## src/verilog/sched_params.svh

```systemverilog
`ifndef SCHED_PARAMS_SVH
`define SCHED_PARAMS_SVH

// scheduler depth
`define SCHED_ENTRY_NUM 4

// entry index width, log2 of the depth
`define SCHED_TAG_W 2

// architectural registers
`define ARCH_REG_NUM 8
`define REG_IDX_W 3

// operand and result width
`define DATA_W 16

`endif

```

## src/verilog/exec_pkg.sv

```systemverilog
`include "sched_params.svh"

package exec_pkg;

  // alu operation codes
  typedef enum logic [1:0] {
    ADD = 2'd0,
    SUB = 2'd1,
    AND = 2'd2,
    XOR = 2'd3
  } alu_op_t;

  // result wraps at DATA_W bits
  function automatic logic [`DATA_W-1:0] alu_calc(input alu_op_t op,
                                                 input logic [`DATA_W-1:0] a,
                                                 input logic [`DATA_W-1:0] b);
    logic [`DATA_W-1:0] res;
    case (op)
      ADD:     res = a + b;
      SUB:     res = a - b;
      AND:     res = a & b;
      default: res = a ^ b;
    endcase
    return res;
  endfunction

endpackage

```

## src/verilog/sched_pkg.sv

```systemverilog
`include "sched_params.svh"

package sched_pkg;

  // scalar types shared by the datapath
  typedef logic [`SCHED_TAG_W-1:0] tag_t;
  typedef logic [`REG_IDX_W-1:0]   reg_idx_t;
  typedef logic [`DATA_W-1:0]      data_t;

  // scheduler slot lifecycle
  typedef enum logic [2:0] {
    INIT          = 3'd0,
    WAIT          = 3'd1,
    ISSUED        = 3'd2,
    DONE          = 3'd3,
    WAIT_COMPLETE = 3'd4
  } sched_state_t;

  // payload handed from dispatch to a scheduler slot
  typedef struct packed {
    exec_pkg::alu_op_t op;
    reg_idx_t          rd;
    reg_idx_t          rs1;
    data_t             rs1_val;
    logic              rs1_ready;
    reg_idx_t          rs2;
    data_t             rs2_val;
    logic              rs2_ready;
  } disp_t;

endpackage

```

## src/verilog/sched_entry.sv

```systemverilog
`timescale 1ns/1ps
`include "sched_params.svh"

module sched_entry (
  input  logic                  i_clk,
  input  logic                  i_reset_n,
  input  logic                  i_put,
  input  sched_pkg::disp_t      i_put_data,
  input  logic                  i_picked,
  input  logic                  i_wb_valid,
  input  logic [`REG_IDX_W-1:0] i_wb_rd,
  input  logic [`DATA_W-1:0]    i_wb_data,
  input  logic                  i_done,
  input  logic                  i_retire,
  output logic                  o_valid,
  output logic                  o_request,
  output sched_pkg::disp_t      o_entry,
  output logic                  o_wait_complete
);
  import sched_pkg::*;

  sched_state_t r_state;
  sched_state_t w_state_next;
  disp_t        r_entry;
  disp_t        w_entry_next;
  logic         w_capture;
  logic         w_rs1_hit;
  logic         w_rs2_hit;

  // operands can still arrive while waiting or already issued
  assign w_capture = i_wb_valid & ((r_state == WAIT) | (r_state == ISSUED));
  assign w_rs1_hit = w_capture & !r_entry.rs1_ready & (r_entry.rs1 == i_wb_rd);
  assign w_rs2_hit = w_capture & !r_entry.rs2_ready & (r_entry.rs2 == i_wb_rd);

  always_comb begin
    w_state_next = r_state;
    w_entry_next = r_entry;

    // wakeup from the writeback bus
    if (w_rs1_hit) begin
      w_entry_next.rs1_val   = i_wb_data;
      w_entry_next.rs1_ready = 1'b1;
    end
    if (w_rs2_hit) begin
      w_entry_next.rs2_val   = i_wb_data;
      w_entry_next.rs2_ready = 1'b1;
    end

    case (r_state)
      INIT: begin
        if (i_put) begin
          w_state_next = WAIT;
          w_entry_next = i_put_data;
        end
      end
      WAIT: begin
        if (i_picked) begin
          w_state_next = ISSUED;
        end
      end
      ISSUED: begin
        // result came back for this tag
        if (i_done) begin
          w_state_next = DONE;
        end
      end
      DONE: begin
        w_state_next = WAIT_COMPLETE;
      end
      WAIT_COMPLETE: begin
        // head pointer reached us, slot is free again
        if (i_retire) begin
          w_state_next = INIT;
        end
      end
      default: begin
        w_state_next = INIT;
      end
    endcase
  end

  always_ff @(posedge i_clk, negedge i_reset_n) begin
    if (!i_reset_n) begin
      r_state <= INIT;
    end else begin
      r_state <= w_state_next;
    end
  end

  always_ff @(posedge i_clk) begin
    r_entry <= w_entry_next;
  end

  assign o_valid         = (r_state != INIT);
  assign o_request       = (r_state == WAIT) & r_entry.rs1_ready & r_entry.rs2_ready;
  assign o_entry         = r_entry;
  assign o_wait_complete = (r_state == WAIT_COMPLETE);

endmodule

```

## src/verilog/sched_array.sv

```systemverilog
`timescale 1ns/1ps
`include "sched_params.svh"

module sched_array (
  input  logic                    i_clk,
  input  logic                    i_reset_n,
  input  logic                    i_disp_valid,
  input  sched_pkg::disp_t        i_disp_data,
  input  logic                    i_wb_valid,
  input  logic [`SCHED_TAG_W-1:0] i_wb_tag,
  input  logic [`REG_IDX_W-1:0]   i_wb_rd,
  input  logic [`DATA_W-1:0]      i_wb_data,
  output logic                    o_full,
  output logic                    o_issue_valid,
  output exec_pkg::alu_op_t       o_issue_op,
  output logic [`DATA_W-1:0]      o_issue_a,
  output logic [`DATA_W-1:0]      o_issue_b,
  output logic [`SCHED_TAG_W-1:0] o_issue_tag,
  output logic [`REG_IDX_W-1:0]   o_issue_rd,
  output logic                    o_retire_valid,
  output logic [`REG_IDX_W-1:0]   o_retire_rd,
  output logic [`DATA_W-1:0]      o_retire_data
);
  import sched_pkg::*;

  localparam logic [`SCHED_TAG_W:0] ENTRY_CNT = `SCHED_ENTRY_NUM;

  tag_t                        r_head;
  tag_t                        r_tail;
  logic [`SCHED_TAG_W:0]       r_count;
  logic [`SCHED_TAG_W:0]       w_occupied;
  logic [`SCHED_ENTRY_NUM-1:0] w_valid;
  logic [`SCHED_ENTRY_NUM-1:0] w_request;
  logic [`SCHED_ENTRY_NUM-1:0] w_wait_complete;
  logic [`SCHED_ENTRY_NUM-1:0] w_put;
  logic [`SCHED_ENTRY_NUM-1:0] w_picked;
  logic [`SCHED_ENTRY_NUM-1:0] w_done;
  logic [`SCHED_ENTRY_NUM-1:0] w_retire_vec;
  disp_t                       w_entry [`SCHED_ENTRY_NUM];
  data_t                       r_result [`SCHED_ENTRY_NUM];
  logic                        w_pick_valid;
  tag_t                        w_pick_idx;
  logic                        w_retire;

  for (genvar i = 0; i < `SCHED_ENTRY_NUM; i++) begin : g_entry
    assign w_put[i]        = i_disp_valid & (r_tail == tag_t'(i));
    assign w_picked[i]     = w_pick_valid & (w_pick_idx == tag_t'(i));
    assign w_done[i]       = i_wb_valid & (i_wb_tag == tag_t'(i));
    assign w_retire_vec[i] = w_retire & (r_head == tag_t'(i));

    sched_entry u_entry (
      .i_clk           (i_clk),
      .i_reset_n       (i_reset_n),
      .i_put           (w_put[i]),
      .i_put_data      (i_disp_data),
      .i_picked        (w_picked[i]),
      .i_wb_valid      (i_wb_valid),
      .i_wb_rd         (i_wb_rd),
      .i_wb_data       (i_wb_data),
      .i_done          (w_done[i]),
      .i_retire        (w_retire_vec[i]),
      .o_valid         (w_valid[i]),
      .o_request       (w_request[i]),
      .o_entry         (w_entry[i]),
      .o_wait_complete (w_wait_complete[i])
    );
  end

  // oldest ready pick, scanning from the head
  always_comb begin
    tag_t idx;
    w_pick_valid = 1'b0;
    w_pick_idx   = r_head;
    for (int k = 0; k < `SCHED_ENTRY_NUM; k++) begin
      idx = r_head + tag_t'(k);
      if (!w_pick_valid && w_request[idx]) begin
        w_pick_valid = 1'b1;
        w_pick_idx   = idx;
      end
    end
  end

  // count the dispatch already on its way in
  assign w_occupied = r_count + {{`SCHED_TAG_W{1'b0}}, i_disp_valid};
  assign o_full     = (w_occupied >= ENTRY_CNT);

  assign w_retire = w_valid[r_head] & w_wait_complete[r_head];

  always_ff @(posedge i_clk, negedge i_reset_n) begin
    if (!i_reset_n) begin
      r_head        <= '0;
      r_tail        <= '0;
      r_count       <= '0;
      o_issue_valid <= 1'b0;
    end else begin
      if (i_disp_valid) begin
        r_tail <= r_tail + 1'b1;
      end
      if (w_retire) begin
        r_head <= r_head + 1'b1;
      end
      case ({i_disp_valid, w_retire})
        2'b10:   r_count <= r_count + 1'b1;
        2'b01:   r_count <= r_count - 1'b1;
        default: r_count <= r_count;
      endcase
      o_issue_valid <= w_pick_valid;
    end
  end

  always_ff @(posedge i_clk) begin
    if (w_pick_valid) begin
      o_issue_op  <= w_entry[w_pick_idx].op;
      o_issue_a   <= w_entry[w_pick_idx].rs1_val;
      o_issue_b   <= w_entry[w_pick_idx].rs2_val;
      o_issue_tag <= w_pick_idx;
      o_issue_rd  <= w_entry[w_pick_idx].rd;
    end
    // result parked per slot until retirement
    if (i_wb_valid) begin
      r_result[i_wb_tag] <= i_wb_data;
    end
  end

  assign o_retire_valid = w_retire;
  assign o_retire_rd    = w_entry[r_head].rd;
  assign o_retire_data  = r_result[r_head];

endmodule

```

## src/verilog/dispatch_ctrl.sv

```systemverilog
`timescale 1ns/1ps
`include "sched_params.svh"

module dispatch_ctrl (
  input  logic                  i_clk,
  input  logic                  i_reset_n,
  input  logic                  i_inst_valid,
  input  exec_pkg::alu_op_t     i_inst_op,
  input  logic [`REG_IDX_W-1:0] i_inst_rd,
  input  logic [`REG_IDX_W-1:0] i_inst_rs1,
  input  logic [`REG_IDX_W-1:0] i_inst_rs2,
  input  logic                  i_sched_full,
  input  logic                  i_wb_valid,
  input  logic [`REG_IDX_W-1:0] i_wb_rd,
  input  logic [`DATA_W-1:0]    i_wb_data,
  output logic                  o_inst_ready,
  output logic                  o_disp_valid,
  output sched_pkg::disp_t      o_disp_data
);
  import sched_pkg::*;

  data_t                    r_regs [`ARCH_REG_NUM];
  logic [`ARCH_REG_NUM-1:0] r_pending;
  logic [`ARCH_REG_NUM-1:0] w_wb_clear;
  logic [`ARCH_REG_NUM-1:0] w_disp_set;
  logic [`ARCH_REG_NUM-1:0] w_pend_eff;
  logic                     w_accept;
  disp_t                    w_payload;

  always_comb begin
    for (int r = 0; r < `ARCH_REG_NUM; r++) begin
      w_wb_clear[r] = i_wb_valid & (i_wb_rd == reg_idx_t'(r));
      w_disp_set[r] = w_accept & (i_inst_rd == reg_idx_t'(r));
    end
  end

  // a register written back this cycle no longer counts as pending
  assign w_pend_eff   = r_pending & ~w_wb_clear;
  assign o_inst_ready = !i_sched_full & !w_pend_eff[i_inst_rd] &
                        !w_pend_eff[i_inst_rs1] & !w_pend_eff[i_inst_rs2];
  assign w_accept     = i_inst_valid & o_inst_ready;

  // operand read with writeback bypass
  always_comb begin
    w_payload.op        = i_inst_op;
    w_payload.rd        = i_inst_rd;
    w_payload.rs1       = i_inst_rs1;
    w_payload.rs1_val   = w_wb_clear[i_inst_rs1] ? i_wb_data : r_regs[i_inst_rs1];
    w_payload.rs1_ready = !w_pend_eff[i_inst_rs1];
    w_payload.rs2       = i_inst_rs2;
    w_payload.rs2_val   = w_wb_clear[i_inst_rs2] ? i_wb_data : r_regs[i_inst_rs2];
    w_payload.rs2_ready = !w_pend_eff[i_inst_rs2];
  end

  always_ff @(posedge i_clk, negedge i_reset_n) begin
    if (!i_reset_n) begin
      // register k starts out holding k
      for (int k = 0; k < `ARCH_REG_NUM; k++) begin
        r_regs[k] <= data_t'(k);
      end
      r_pending    <= '0;
      o_disp_valid <= 1'b0;
    end else begin
      if (i_wb_valid) begin
        r_regs[i_wb_rd] <= i_wb_data;
      end
      // new writer wins over a clear of the same register
      r_pending    <= w_pend_eff | w_disp_set;
      o_disp_valid <= w_accept;
    end
  end

  always_ff @(posedge i_clk) begin
    if (w_accept) begin
      o_disp_data <= w_payload;
    end
  end

endmodule

```

## src/verilog/alu_pipe.sv

```systemverilog
`timescale 1ns/1ps
`include "sched_params.svh"

module alu_pipe (
  input  logic                    i_clk,
  input  logic                    i_reset_n,
  input  logic                    i_issue_valid,
  input  exec_pkg::alu_op_t       i_issue_op,
  input  logic [`DATA_W-1:0]      i_issue_a,
  input  logic [`DATA_W-1:0]      i_issue_b,
  input  logic [`SCHED_TAG_W-1:0] i_issue_tag,
  input  logic [`REG_IDX_W-1:0]   i_issue_rd,
  output logic                    o_wb_valid,
  output logic [`SCHED_TAG_W-1:0] o_wb_tag,
  output logic [`REG_IDX_W-1:0]   o_wb_rd,
  output logic [`DATA_W-1:0]      o_wb_data
);
  import sched_pkg::*;
  import exec_pkg::*;

  logic     r_s1_valid;
  tag_t     r_s1_tag;
  reg_idx_t r_s1_rd;
  data_t    r_s1_data;

  // valid bits of both stages
  always_ff @(posedge i_clk, negedge i_reset_n) begin
    if (!i_reset_n) begin
      r_s1_valid <= 1'b0;
      o_wb_valid <= 1'b0;
    end else begin
      r_s1_valid <= i_issue_valid;
      o_wb_valid <= r_s1_valid;
    end
  end

  // stage one computes, stage two drives the writeback bus
  always_ff @(posedge i_clk) begin
    r_s1_tag  <= i_issue_tag;
    r_s1_rd   <= i_issue_rd;
    r_s1_data <= alu_calc(i_issue_op, i_issue_a, i_issue_b);

    o_wb_tag  <= r_s1_tag;
    o_wb_rd   <= r_s1_rd;
    o_wb_data <= r_s1_data;
  end

endmodule

```

## src/verilog/sched_top.sv

```systemverilog
`timescale 1ns/1ps
`include "sched_params.svh"

module sched_top (
  input  logic                  i_clk,
  input  logic                  i_reset_n,
  input  logic                  i_inst_valid,
  input  exec_pkg::alu_op_t     i_inst_op,
  input  logic [`REG_IDX_W-1:0] i_inst_rd,
  input  logic [`REG_IDX_W-1:0] i_inst_rs1,
  input  logic [`REG_IDX_W-1:0] i_inst_rs2,
  output logic                  o_inst_ready,
  output logic                  o_retire_valid,
  output logic [`REG_IDX_W-1:0] o_retire_rd,
  output logic [`DATA_W-1:0]    o_retire_data,
  output logic                  o_wb_valid,
  output logic [`REG_IDX_W-1:0] o_wb_rd,
  output logic [`DATA_W-1:0]    o_wb_data
);

  logic                    w_sched_full;
  logic                    w_disp_valid;
  sched_pkg::disp_t        w_disp_data;
  logic                    w_issue_valid;
  exec_pkg::alu_op_t       w_issue_op;
  logic [`DATA_W-1:0]      w_issue_a;
  logic [`DATA_W-1:0]      w_issue_b;
  logic [`SCHED_TAG_W-1:0] w_issue_tag;
  logic [`REG_IDX_W-1:0]   w_issue_rd;
  logic [`SCHED_TAG_W-1:0] w_wb_tag;

  dispatch_ctrl u_dispatch (
    .i_clk        (i_clk),
    .i_reset_n    (i_reset_n),
    .i_inst_valid (i_inst_valid),
    .i_inst_op    (i_inst_op),
    .i_inst_rd    (i_inst_rd),
    .i_inst_rs1   (i_inst_rs1),
    .i_inst_rs2   (i_inst_rs2),
    .i_sched_full (w_sched_full),
    .i_wb_valid   (o_wb_valid),
    .i_wb_rd      (o_wb_rd),
    .i_wb_data    (o_wb_data),
    .o_inst_ready (o_inst_ready),
    .o_disp_valid (w_disp_valid),
    .o_disp_data  (w_disp_data)
  );

  sched_array u_sched (
    .i_clk          (i_clk),
    .i_reset_n      (i_reset_n),
    .i_disp_valid   (w_disp_valid),
    .i_disp_data    (w_disp_data),
    .i_wb_valid     (o_wb_valid),
    .i_wb_tag       (w_wb_tag),
    .i_wb_rd        (o_wb_rd),
    .i_wb_data      (o_wb_data),
    .o_full         (w_sched_full),
    .o_issue_valid  (w_issue_valid),
    .o_issue_op     (w_issue_op),
    .o_issue_a      (w_issue_a),
    .o_issue_b      (w_issue_b),
    .o_issue_tag    (w_issue_tag),
    .o_issue_rd     (w_issue_rd),
    .o_retire_valid (o_retire_valid),
    .o_retire_rd    (o_retire_rd),
    .o_retire_data  (o_retire_data)
  );

  // writeback feeds both the scheduler wakeup and the register file
  alu_pipe u_alu (
    .i_clk         (i_clk),
    .i_reset_n     (i_reset_n),
    .i_issue_valid (w_issue_valid),
    .i_issue_op    (w_issue_op),
    .i_issue_a     (w_issue_a),
    .i_issue_b     (w_issue_b),
    .i_issue_tag   (w_issue_tag),
    .i_issue_rd    (w_issue_rd),
    .o_wb_valid    (o_wb_valid),
    .o_wb_tag      (w_wb_tag),
    .o_wb_rd       (o_wb_rd),
    .o_wb_data     (o_wb_data)
  );

endmodule

```

## config.mk

```make
export PLATFORM = sky130hd
export DESIGN_NAME = sched_top
export DESIGN_NICKNAME = d
export VERILOG_FILES = /design/src/verilog/exec_pkg.sv /design/src/verilog/sched_pkg.sv /design/src/verilog/sched_entry.sv /design/src/verilog/sched_array.sv /design/src/verilog/dispatch_ctrl.sv /design/src/verilog/alu_pipe.sv /design/src/verilog/sched_top.sv
export VERILOG_INCLUDE_DIRS = /design/src /design/src/verilog
export SDC_FILE = /design/constraint.sdc
export NUM_CORES = 1
export LEC_CHECK = 0
export BUFFER_PORTS_ARGS = -buffer_cell sky130_fd_sc_hd__buf_2
export CAP_MARGIN = 0
export CORE_MARGIN = 2
export CORE_UTILIZATION = 40
export CTS_CLUSTER_SIZE = 30
export DETAILED_ROUTE_END_ITERATION = 8
export PLACE_DENSITY = 0.64
export SLEW_MARGIN = 20
export SYNTH_ARGS = -nofsm -noshare
export SYNTH_HDL_FRONTEND = slang
export SYNTH_HIERARCHICAL = 1
export SYNTH_SLANG_ARGS = --single-unit
```

## constraint.sdc

```tcl
create_clock -name i_clk -period 5.2 [get_ports i_clk]
set_clock_uncertainty 0.2 [all_clocks]
set_input_delay 0.26 -clock i_clk [delete_from_list [all_inputs] [get_ports i_clk]]
set_output_delay 0.26 -clock i_clk [all_outputs]
set_load 0.05 [all_outputs]
```

# After elaboration in Yosys (flattened, before gate mapping)
# Memories as Yosys holds them, arrays and structs flattened.
# Cells that the tools add are included.
[word_totals]
reg_bits = 465
latch_bits = 0
ram_bits = 64
romBits = 0
out_inout_bits = 41
n_memories = 1
[classes]
addsub = 9
n_mul = 0
div_mod_pow = 0
n_lt_le_gt_ge = 14
eq_ne = 70
n_shift = 0
n_mux = 86
bitwise_logic = 79
reduce_logical = 43
[memory_table]
columns = ["name", "depth", "width", "read_ports", "rd_clocked_by_memory_dff", "write_ports", "line_no", "source"]
rows = [
  ["u_sched.r_result", 4, 16, 1, 0, 1, "sched_array.sv:40", "data_t r_result [`SCHED_ENTRY_NUM];"],
]
[op_table]
columns = ["operator", "count"]
rows = [
  ["2-to-1 mux 37 bit", 8],
  ["binary-select mux 45 bit (select 2 bit)", 2],
  ["2-to-1 mux 17 bit", 8],
  ["bitwise mux 128 bit", 1],
  ["2-to-1 mux 16 bit", 7],
  ["binary-select mux 16 bit (select 3 bit)", 2],
  ["2-to-1 mux 45 bit", 2],
  ["2-to-1 mux 43 bit", 2],
  ["bitwise AND 1 bit", 65],
  ["case mux 3 bit (5 select lines)", 4],
  ["demux 16 bit (select 3 bit)", 1],
  ["2-to-1 mux 3 bit", 16],
  ["case mux 16 bit (3 select lines)", 1],
  ["equality test 3 x 2 -> 1 bit, second input constant", 12],
  ["equality test 3 bit, second input constant", 12],
  ["!= test 2 bit, second input constant", 16],
  ["equality test 3 bit", 8],
  ["equality test 2 bit, second input constant", 10],
  ["equality test 3 x 1 -> 1 bit, second input constant", 6],
  ["logical NOT 3 bit", 6],
  ["2-to-1 mux 1 bit", 17],
  ["adder 16 bit", 1],
  ["bitwise AND 16 bit", 1],
  ["AND reduction 4 bit", 4],
  ["29 further kinds", 89],
]

# Logic depth before layout (Yosys ltp)
# Gate-level depths: netlist of the first run.
[depth]
word_depth = 19
depth_mapped = 15
depth_no_buf = 12

# Cells and area by module
# Netlist of the first run, hierarchy kept.
[by_module_without_submodules]
columns = ["module", "instances", "cells_each", "area_each_um2", "seq_area_each_um2"]
rows = [
  ["sched_array", 1, 1181, 10513.8, 3293.2],
  ["dispatch_ctrl", 1, 710, 9250.1, 4794.6],
  ["sched_entry", 4, 160, 1976.9, 1086.0],
  ["alu_pipe", 1, 255, 2456.1, 890.9],
]

# Least setup slack after synthesis of the first run
# No wires, ideal clock.
[synth_timing]
path_type = "register to register"
from = "register u_alu.o_wb_rd[0]"
to = "register u_dispatch/o_disp_data[0] (netlist bit) (enable)"
setup_ps = 476
arrival_ps = 4657
path_slack_ps = -133
stages_incl_launch_ff = 8
n_path_buf = 2
path_cell_list = "dfxtp_1 -> buf_6 -> nor4bb_1 -> buf_2 -> nor3b_1 -> o32ai_2 -> o31ai_4 -> nor4b_2"
[synth_between]
elab_chain_cells = 11
elab_cells_between_ends = 31
cone_classes = "eq/ne: 7; mux: 6; bitwise: 14; reduce/logical: 4"
[synth_lines]
columns = ["element", "line_no", "source"]
rows = [
  ["from (decl)", "alu_pipe.sv:15", "output logic [`REG_IDX_W-1:0] o_wb_rd,"],
  ["from (signal assigned)", "alu_pipe.sv:44", "o_wb_rd <= r_s1_rd;"],
  ["equality test 3 x 1 -> 1 bit (tied with other cells)", "dispatch_ctrl.sv:32", "w_wb_clear[r] = i_wb_valid & (i_wb_rd == reg_idx_t'(r));"],
  ["bitwise AND 1 bit", "dispatch_ctrl.sv:32", ""],
  ["inverter 8 bit (*)", "dispatch_ctrl.sv:38", "assign w_pend_eff = r_pending & ~w_wb_clear;"],
  ["bitwise AND 8 bit (*)", "dispatch_ctrl.sv:38", ""],
  ["binary-select mux 1 bit (select 3 bit)", "dispatch_ctrl.sv:39", "assign o_inst_ready = !i_sched_full & !w_pend_eff[i_inst_rd] &"],
  ["2-to-1 mux 1 bit (implied by the code)", "dispatch_ctrl.sv:39", ""],
  ["logical NOT 1 bit", "dispatch_ctrl.sv:39", ""],
  ["bitwise AND 1 bit (2 in series)", "dispatch_ctrl.sv:39", ""],
  ["bitwise AND 1 bit (*)", "dispatch_ctrl.sv:40", "!w_pend_eff[i_inst_rs1] & !w_pend_eff[i_inst_rs2];"],
  ["bitwise AND 1 bit (*)", "dispatch_ctrl.sv:41", "assign w_accept = i_inst_valid & o_inst_ready;"],
  ["via u_dispatch.w_accept", "dispatch_ctrl.sv:27", "logic w_accept;"],
  ["to (signal assigned)", "dispatch_ctrl.sv:75", "o_disp_data <= w_payload;"],
  ["to (decl)", "dispatch_ctrl.sv:18", "output sched_pkg::disp_t o_disp_data"],
]
# Mark *: on every way through the listed nets, which the timed path passes. The rest lies on a longest branch. The select of a mux whose other input is x is not followed.
# A chain may end at the register's enable or synchronous reset.

# Worst setup path after layout of the first run
[layout_timing]
from = "register u_sched.g_entry[2].u_entry.r_state[0]"
to = "register u_sched.o_issue_b[9], data pin"
[layout_between]
elab_chain_cells = 19
elab_cells_between_ends = 27
cone_classes = "eq/ne: 1; mux: 17; bitwise: 3; reduce/logical: 6"
[layout_lines]
columns = ["element", "line_no", "source"]
rows = [
  ["from (decl)", "sched_entry.sv:22", "sched_state_t r_state;"],
  ["from (signal assigned)", "sched_entry.sv:86", "r_state <= w_state_next;"],
  ["equality test 3 x 1 -> 1 bit (*)", "sched_entry.sv:95", "assign o_request = (r_state == WAIT) & r_entry.rs1_ready & r_entry.rs2_ready;"],
  ["bitwise AND 1 bit (*) (2 in series)", "sched_entry.sv:95", ""],
  ["via u_sched.w_request[2]", "sched_array.sv:33", "logic [`SCHED_ENTRY_NUM-1:0] w_request;"],
  ["binary-select mux 1 bit (select 2 bit)", "sched_array.sv:76", "if (!w_pick_valid && w_request[idx]) begin"],
  ["2-to-1 mux 1 bit (implied by the code)", "sched_array.sv:76", ""],
  ["2-to-1 mux 1 bit", "sched_array.sv:76", ""],
  ["logical NOT 1 bit", "sched_array.sv:76", ""],
  ["logical AND 1 bit", "sched_array.sv:76", ""],
  ["[... 2 more ...]", "n/a", ""],
  ["logical AND 1 bit", "sched_array.sv:76", ""],
  ["2-to-1 mux 1 bit", "sched_array.sv:76", ""],
  ["logical NOT 1 bit", "sched_array.sv:76", ""],
  ["logical AND 1 bit", "sched_array.sv:76", ""],
  ["2-to-1 mux 2 bit (*)", "sched_array.sv:76", ""],
  ["inverter 2 -> 3 bit (implied by the code) (*)", "sched_array.sv:115", "o_issue_b <= w_entry[w_pick_idx].rs2_val;"],
  ["binary-select mux 45 bit (select 2 bit) (*)", "sched_array.sv:115", ""],
  ["2-to-1 mux 45 bit (*) (2 in series)", "n/a", ""],
  ["to (signal assigned)", "sched_array.sv:115", ""],
  ["to (decl)", "sched_array.sv:17", "output logic [`DATA_W-1:0] o_issue_b,"],
]
# Marks and branches as above.

==> results of run 1 <==
## registers in the layout (all words and copies together) (netlist names), 3 cells and up
name / count
u_alu/r_s1_rd: 3
u_alu/r_s1_data: 16
u_alu/o_wb_data: 16
u_sched/r_result: 64
u_sched/g_entry.u_entry/o_entry: 180
u_alu/o_wb_rd: 3
u_sched/o_issue_rd: 3
u_sched/o_issue_b: 16
u_dispatch/r_pending: 8
u_sched/o_issue_a: 16
u_dispatch/o_disp_data: 45
u_dispatch/r_regs: 128
u_sched/r_count: 3
u_sched/g_entry.u_entry/r_state: 12
## power by group
group / switching [mW] / leakage, nW / internal [mW] / total, mW
Sequential: 0 / 5.18 / 4.28 / 4.28
Combinational: 0.0812 / 5.98 / 0.0429 / 0.124
Clock: 1.75 / 0.982 / 2.59 / 4.34
## cell usage in the layout, fill, tap and decap left out, drive strengths merged, types with 17 or more instances in the layout
master  Yosys  layout
mux2      124     124
nand2     320     320
or3        17      17
clkbuf    141      78
nand3      87      87
a221o     128     128
xor2       28      28
edfxtp    192     192
dfrtp     147     147
clkinv      0      17
nor3b     155     155
dfxtp     178     178
a211o     148     148
nand2b    168     168
xnor2      37      37
nor2       87      87
buf        92     101
a21oi      73      73
nor3       87      87
mux2i      50      50
mux4       90      90
ha         41      41
a21boi     74      74
inv        35      36
and2      141     141
## kinds of logic (layout without fill, tap and decap cells)
| logic type | Yosys count | in the layout |
|---|---|---|
| multiplexers | 264 | 264 |
| adder cells (fa/ha/maj) | 43 | 43 |
| flip-flops | 529 | 529 |
| AO/OA/AOI/OAI | 504 | 504 |
| buffers and inverters | 268 | 255 |
| XOR/XNOR | 65 | 65 |
| AND/OR/NAND/NOR | 1113 | 1113 |
## layout make-up
| cell class | instances | area share [%] |
|---|---|---|
| multi-input cells | 1989 | 47.1 |
| clock buffers | 78 | 5.02 |
| clock inverters | 32 | 1.16 |
| inverters | 35 | 0.397 |
| flip-flops and latches | 529 | 40.3 |
| repair buffers | 110 | 2.35 |
| well taps | 969 | 3.67 |
## final timing paths
path	to	slack [ps]	depth (start not counted)
min in group asynchronous	u_dispatch/r_regs[89]$_DFFE_PN0P_	50	2
worst max register to register	u_sched/o_issue_b[9]$_DFFE_PP_	1070	9
worst min-delay path	u_dispatch/o_disp_data[37]$_DFFE_PP_	40	1
worst min register to register	u_alu/o_wb_data[0]$_DFF_P_	120	0
worst max-delay path	u_sched/o_issue_b[9]$_DFFE_PP_	1070	9
max in group asynchronous	u_sched/r_head[0]$_DFFE_PN0N_	3360	3
## repair_timing
item,CTS,global route
endpoints found under the setup margin,0,0
hold buffers,9,0
resized for setup,0,0
hold endpoints to repair,93,0
## worst max-delay path: cells and delay by family, from the launching register on
kind / cells / cell delay, ps
mux: 2 / 990
buf+inv: 1 / 660
flops: 1 / 500
simple gates: 6 / 1170
## metrics by stage
step | setup WS, ps | total power, mW
floorplan | 933 | 4.43
global placement | 1330 | 4.48
detailed placement | 1190 | 4.49
CTS | 1160 | 8.82
global route | 852 | 9.01
finish | 1070 | 8.74
## layer usage
metal / wire length (um) / global-route usage (%) / vias up
met5: 0 / 0 / -
met4: 2510 / 7.66 / 0
met3: 4900 / 2.78 / 182
met2: 39900 / 35.7 / 780
met1: 35600 / 27.4 / 11300
li1: - / - / 10200
==> metrics.csv, run 1 <==
metric,value,unit
slew-limit-headroom,15.9,%
final_layout_size_suffix_gt1_share,17.3,%
clk_pin_slew,70,ps
num_rows,100,
cap_violations,0,
min-delay-start,i_inst_rs1[0],
clockBufferDepth,3,
core-area,0.0744,sq mm
vias_per_cell,5.99,
synth.area.top_cells,"edfxtp_1 19%, dfrtp_1 12%, dfxtp_1 12%, mux4_2 6.6%, a211o_1 4.3%",
ys_seq_area_share,44.2,%
numPlacedInstances,3623,
drt-pass1-iter-count,6,
design.die.area,0.0775,sq mm
clock_latency,630,ps
yosys.area.top_type,edfxtp_1,
cts-root-buf,clkbuf_16,
crit_top_cell,nand3_1,
utilization,44.4,%
pin_count,55,
synth_top_family_by_area,simple AND/OR/NAND/NOR gates,
regArea,0.0133,sq mm
fillers,6736,
hold_viol_final,0,
leakage,12.1,nW
slowest_stage,mux4_4,
setup_tns,0,ps
port-buffer-count,54,
multiInputGateArea,0.0156,sq mm
drt_iter0_markers,1920,
fmax,242,MHz
cp-start-kind,register,
placed_cell_area,0.0309,sq mm
syn_area_per_cell,10.8,sq um
die_h,278,um
layout.nets,2780,
ys.warnings.count,6,
htreeDepth,2,
avgRoutedWirePerCell,22.2,um
antenna_left,0,
yosysMostFrequentCell,nand2_1,
initial_core_util,40.5,%
cts_setup_buffers,0,
rsz0062_at_grt,false,
gp_congestion,0.839,
worst_slew_pin_slew,1260,ps
syn_nets,2843,
slowest_delay,730,ps
yosys-mux-area-fraction,13.2,%
synth-compound-area-share,14.0,%
path_class,register to register,
ys_seq_elements,529,
diodes,0,
grt_usage,21.0,%
path_max_fanout,256,
grt_first_pass_wirelength,128000,um
hold_ws,35.8,ps
yosys_most_used_dff,edfxtp_1,
first_global_vias,22200,
dr_total_vias,22400,
cts_sinks,529,
yosysUniqueCellTypes,77,
crit_path_end_kind,register,
synth_xor_area_share,1.99,%
syn-cell-area,0.0301,sq mm
hp-class,primary input to register,
yosys.area_share.adder,1.84,%
grt_max_degree,257,
grt_overflow,0,
yosysTopAreaCellShare,19.1,%
synthSimpleGateAreaFrac,20.4,%
finalInstanceArea,0.0331,sq mm
drc,0,
timing.rr.start,u_sched/g_entry[2].u_entry/r_state[0]$_DFFE_PN0P_,
outcome,"finished, final reports clean",
crit_start,u_sched/g_entry[2].u_entry/r_state[0]$_DFFE_PN0P_,
yosys-top-cells-count,"320 x nand2_1, 192 x edfxtp_1, 178 x dfxtp_1",
async_reset_ff_share,30.1,%
crit_chain,"nor2b_1, nand3_1, nor2_1, mux4_4, buf_12, nor3b_1, nor3_1, nand3_1, mux2_2",
wl,82900,um
dp_hpwl,51400,um
period_share,79.3,%
postSynthCellCount,2786,
powerDensity,264,mW/mm^2
finalMaxSlewViolations,0,
crit_required,5370,ps
ir_drop,263,uV
area.growth.synth_to_final,9.79,%
die_w,278,um
final_cells,3742,
cts_buffers,58,
synth-edff-count,192,
setup_viol,0,
worst_ep_arrival_time,4290,ps
final.min_clock_period,4130,ps
tritoncts,built,
antenna_found_initial,0,
Power figures use the tool's default switching activity.
==> run 2: changes to the inputs <==
==> constraint.sdc (replaced) <==
create_clock -name i_clk -period 3.6 [get_ports i_clk]
set_clock_uncertainty 0.2 [all_clocks]
set_input_delay 0.18 -clock i_clk [delete_from_list [all_inputs] [get_ports i_clk]]
set_output_delay 0.18 -clock i_clk [all_outputs]
set_load 0.05 [all_outputs]
==> metrics.csv, run 2 (synthesis results as in run 1) <==
metric,value,unit
outcome,"finished, final reports clean",
hp-class,primary input to register,
vias_per_cell,5.99,
switching_power,2.62,mW
hold_viol_final,0,
antenna_left,0,
min-delay-start,i_inst_rs1[2],
utilization,44.9,%
drc,0,
finalInstanceArea,0.0334,sq mm
cap_violations,0,
grt_usage,21.6,%
drt_iter0_markers,2181,
path_buf_inv,2,
antenna_found_initial,3,
largest_reg_flops,180,
worst_ep_arrival_time,3550,ps
placed_cell_area,0.0313,sq mm
slowest_stage,dfrtp_1,
gp_congestion,0.855,
htreeDepth,2,
path_max_fanout,100,
hold_end,u_dispatch/o_disp_data[39]$_DFFE_PP_,
crit_required,3780,ps
hold_depth,1,
p_seq_share,49.7,%
timing.rr.start,u_sched/g_entry[0].u_entry/r_state[2]$_DFFE_PN0P_,
crit_top_cell,nand3_1,
clockBufferDepth,3,
dr_total_vias,22600,
layout_common_cells,"320 x nand2_1, 192 x edfxtp_1, 173 x dfxtp_1",
final.min_clock_period,3380,ps
cp_top_family,simple AND/OR/NAND/NOR gates,
cp-start-kind,register,
layout.nets,2817,
p_comb_share,1.5,%
design.die.area,0.0775,sq mm
cts_buffers,56,
pin_count,55,
cts_setup_buffers,0,
ir_drop,346,uV
tritoncts,built,
final_layout_size_suffix_gt1_share,18.2,%
powerDensity,372,mW/mm^2
setup_ws,224,ps
path_class,register to register,
rr_worst_depth,10,
slowest_delay,430,ps
sw_frac_of_total,21.1,%
clk_pin_slew,60,ps
die_h,278,um
hold_ws,39.9,ps
clock_latency,640,ps
first_global_vias,22400,
core-area,0.0744,sq mm
diodes,0,
r2r_setup_slack,220,ps
leakage,12.3,nW
fmax,296,MHz
wl,85900,um
initial_core_util,40.5,%
grt_overflow,0,
period_share,93.8,%
worst_slew_pin_slew,1070,ps
dp_hpwl,53800,um
cts-root-buf,clkbuf_16,
rsz0062_at_grt,false,
cts_sinks,529,
crit_chain,"nor2b_1, nand3_1, nor2_1, mux4_4, buf_12, buf_16, nor3b_1, nor3_1, nand3_1, mux2_2",
layout_commonest_cell,nand2_1,
avgRoutedWirePerCell,22.7,um
finalMaxSlewViolations,0,
timing.rr.end,u_sched/o_issue_a[11]$_DFFE_PP_,
port-buffer-count,54,
p_int,9.80,mW
crit_path_end_kind,register,
clock_power_share,48.8,%
grt_max_degree,273,
num_rows,100,
setup_viol,0,
grt_first_pass_wirelength,131000,um
slew-limit-headroom,28.7,%
area.growth.synth_to_final,10.9,%
pre_cts_ws,166,ps
die_w,278,um
drt-pass1-iter-count,5,
run 2: cell types whose count changed in the layout (fill, tap and decap cells not counted), moves of 3 or more:
cell	change
buf_12	+6
buf_16	+3
buf_4	+29
clkbuf_8	-4
clkinv_1	+7
clkinvlp_4	-4
dfxtp_4	+3
inv_6	+3
run 2: power groups by stage:
stage                     sequential (mW)  combinational (mW)  clock [mW]
after floorplan                      6.30               0.100           0
after global placement               6.30               0.176           0
after detailed placement             6.30               0.180           0
after CTS                            6.18               0.191        6.18
after global routing                 6.17               0.205        6.41
final                                6.18               0.189        6.06
run 2: final cells by class:
class | count | area, sq um
fillers | 6676 | 41000
repair buffers | 149 | 1220
clock buffers | 71 | 1550
flip-flops and latches | 529 | 13300
inverters | 35 | 131
multi-input cells | 1989 | 15600
well taps | 969 | 1210
clock inverters | 35 | 378
run 2: per-layer routing:
metal  vias up  part of all wire, %  global-route usage (%)
met5         -                    0                       0
met2       771                   49                    36.9
met3       175                  6.2                    3.22
li1      10300                    -                       -
met4         0                  3.4                    8.16
met1     11400                   42                    27.7
run 2: worst max path at each step:
stage | start | endpoint | slack, ps | cells past startpoint
4_1_cts | u_sched/g_entry[2].u_entry/r_state[2]$_DFFE_PN0P_ | u_sched/g_entry[0].u_entry/r_state[0]$_DFFE_PN0P_ | 140 | 12
6_report | u_sched/g_entry[0].u_entry/r_state[2]$_DFFE_PN0P_ | u_sched/o_issue_a[11]$_DFFE_PP_ | 220 | 10
3_5_place_dp | u_sched/g_entry[2].u_entry/r_state[2]$_DFFE_PN0P_ | u_sched/g_entry[0].u_entry/r_state[0]$_DFFE_PN0P_ | 170 | 12
2_1_floorplan | u_alu/o_wb_rd[1]$_DFF_P_ | u_dispatch/o_disp_data[0]$_DFFE_PP_ | -290 | 7
5_1_grt | u_sched/g_entry[0].u_entry/r_state[2]$_DFFE_PN0P_ | u_sched/o_issue_a[11]$_DFFE_PP_ | 4 | 10
3_3_place_gp | u_sched/g_entry[2].u_entry/r_state[2]$_DFFE_PN0P_ | u_sched/g_entry[0].u_entry/r_state[0]$_DFFE_PN0P_ | 300 | 12
run 2: per-stage QoR:
step / std cells / setup TNS [ps] / power [mW]
floorplan: 2786 / -13030 / 6.40
detailed placement: 3657 / 0 / 6.48
finish: 3777 / 0 / 12.4
CTS: 3775 / 0 / 12.6
global placement: 3657 / 0 / 6.48
global route: 3777 / 0 / 12.8
run 2: timing repair:
action	CTS	global route
hold buffers	12	0
hold endpoints to repair	221	0
endpoints found under the setup margin	0	12
resized for setup	0	4
==> run 3: changes to the inputs <==
--- a/config.mk
+++ b/config.mk
@@ -12,6 +12,7 @@
 export CORE_UTILIZATION = 40
 export CTS_CLUSTER_SIZE = 30
 export DETAILED_ROUTE_END_ITERATION = 8
+export HOLD_SLACK_MARGIN = 0.15
 export PLACE_DENSITY = 0.64
 export SLEW_MARGIN = 20
 export SYNTH_ARGS = -nofsm -noshare
==> metrics.csv, run 3 (synthesis results as in run 1) <==
metric,value,unit
layout_common_cells,"320 x nand2_1, 192 x edfxtp_1, 173 x dfxtp_1",
timing.rr.end,u_sched/o_issue_a[11]$_DFFE_PP_,
p_comb_share,1.6,%
cp-start-kind,register,
period_share,94.0,%
clockBufferDepth,3,
clk_pin_slew,60,ps
dp_hpwl,53800,um
fmax,296,MHz
design.die.area,0.0775,sq mm
fillers,6661,
wl,86100,um
largest_reg_flops,180,
gp_congestion,0.855,
p_seq_share,49.7,%
drt_iter0_markers,2081,
area.growth.synth_to_final,11.9,%
antenna_left,0,
core-area,0.0744,sq mm
setup_viol,0,
hold_viol_final,0,
crit_path_end_kind,register,
crit_required,3780,ps
utilization,45.3,%
finalMaxSlewViolations,0,
worst_slew_pin_slew,1050,ps
cts_sinks,529,
initial_core_util,40.5,%
avgRoutedWirePerCell,22.6,um
switching_power,2.63,mW
grt_first_pass_wirelength,131000,um
rr_worst_depth,10,
sw_frac_of_total,21.1,%
grt_usage,21.7,%
p_total,12.4,mW
grt_max_degree,273,
slowest_stage,mux4_4,
min-delay-start,u_sched/o_issue_tag[1]$_DFFE_PP_,
final.min_clock_period,3380,ps
crit_top_cell,nand3_1,
hp-class,register to register,
setup_tns,0,ps
worst_ep_arrival_time,3560,ps
leakage,12.4,nW
clock_latency,640,ps
cts-root-buf,clkbuf_16,
slowest_delay,450,ps
pre_cts_ws,166,ps
drc,0,
cts_setup_buffers,0,
clock_power_share,48.8,%
rsz0062_at_grt,false,
path_class,register to register,
cap_violations,0,
final_cells,3805,
setup_ws,217,ps
dr_total_vias,22800,
first_global_vias,22500,
outcome,"finished, final reports clean",
layout_commonest_cell,nand2_1,
vias_per_cell,5.98,
slew-limit-headroom,29.7,%
diodes,0,
ir_drop,343,uV
antenna_found_initial,3,
hold_end,u_alu/r_s1_tag[1]$_DFF_P_,
port-buffer-count,54,
drt-pass1-iter-count,8,
die_w,278,um
p_int,9.81,mW
die_h,278,um
crit_chain,"nor2b_1, nand3_1, nor2_1, mux4_4, buf_12, buf_16, nor3b_1, nor3_1, nand3_1, mux2_2",
final_layout_size_suffix_gt1_share,18.0,%
powerDensity,369,mW/mm^2
timing.rr.start,u_sched/g_entry[1].u_entry/r_state[2]$_DFFE_PN0P_,
r2r_setup_slack,220,ps
hold_depth,0,
path_max_fanout,100,
pin_count,55,
num_rows,100,
htreeDepth,2,
numPlacedInstances,3657,
layout.nets,2845,
cts_buffers,56,
tritoncts,built,
grt_overflow,0,
==> run 3: cell count changes in the layout (fill, tap and decap cells not counted) <==
cell	previous run	this run
dlygate4sd3_1	11	39
==> run 3: cell type report <==
| cell class | count | area [sq um] | share of cell area [%] |
|---|---|---|---|
| well taps | 969 | 1210 | 3.60 |
| flip-flops and latches | 529 | 13300 | 39.6 |
| clock buffers | 71 | 1550 | 4.60 |
| repair buffers | 177 | 1500 | 4.45 |
| multi-input cells | 1989 | 15600 | 46.2 |
| inverters | 35 | 131 | 0.390 |
| clock inverters | 35 | 378 | 1.12 |
==> run 3: per-layer routing <==
layer	part of all wire [%]	routed length [um]	global-route usage (%)	vias up
met3	6.3	5460	3.16	174
met4	3.2	2790	8.22	0
met2	49	42000	37.1	767
met1	42	35900	27.7	11500
li1	-	-	-	10300
met5	0	0	0	-
==> run 3: how the worst max path moves through the flow <==
stage / start / endpoint / cells past startpoint
6_report: u_sched/g_entry[1].u_entry/r_state[2]$_DFFE_PN0P_ / u_sched/o_issue_a[11]$_DFFE_PP_ / 10
5_1_grt: u_sched/g_entry[0].u_entry/r_state[2]$_DFFE_PN0P_ / u_sched/o_issue_a[11]$_DFFE_PP_ / 10
4_1_cts: u_sched/g_entry[2].u_entry/r_state[2]$_DFFE_PN0P_ / u_sched/g_entry[0].u_entry/r_state[0]$_DFFE_PN0P_ / 12
3_5_place_dp: u_sched/g_entry[2].u_entry/r_state[2]$_DFFE_PN0P_ / u_sched/g_entry[0].u_entry/r_state[0]$_DFFE_PN0P_ / 12
3_3_place_gp: u_sched/g_entry[2].u_entry/r_state[2]$_DFFE_PN0P_ / u_sched/g_entry[0].u_entry/r_state[0]$_DFFE_PN0P_ / 12
2_1_floorplan: u_alu/o_wb_rd[1]$_DFF_P_ / u_dispatch/o_disp_data[0]$_DFFE_PP_ / 7
==> run 3: timing repair <==
| item | in CTS | in global routing |
|---|---|---|
| hold buffers | 40 | 0 |
| resized for setup | 0 | 4 |
| endpoints found under the hold margin | 248 | 0 |
| endpoints found under the setup margin | 0 | 12 |
==> run 3: critical path: cells and delay by family, from the launching register on <==
kind | cells | cell delay, ps
DFF | 1 | 430
muxes | 2 | 730
and+or+nand+nor | 6 | 1040
buffers and inverters | 2 | 630
==> run 3: power groups by stage <==
stage | sequential (mW) | combinational (mW) | clock (mW)
after global routing | 6.17 | 0.210 | 6.41
after CTS | 6.18 | 0.196 | 6.18
final | 6.18 | 0.193 | 6.06
after global placement | 6.30 | 0.176 | 0
after floorplan | 6.30 | 0.100 | 0
after detailed placement | 6.30 | 0.180 | 0
==> run 3: through the flow <==
stage	cell area, sq um	hold WS [ps]
after floorplan	30200	-316
after global placement	31300	-104
after detailed placement	31300	-99.7
after CTS	33600	151
after global routing	33700	151
final	33700	148
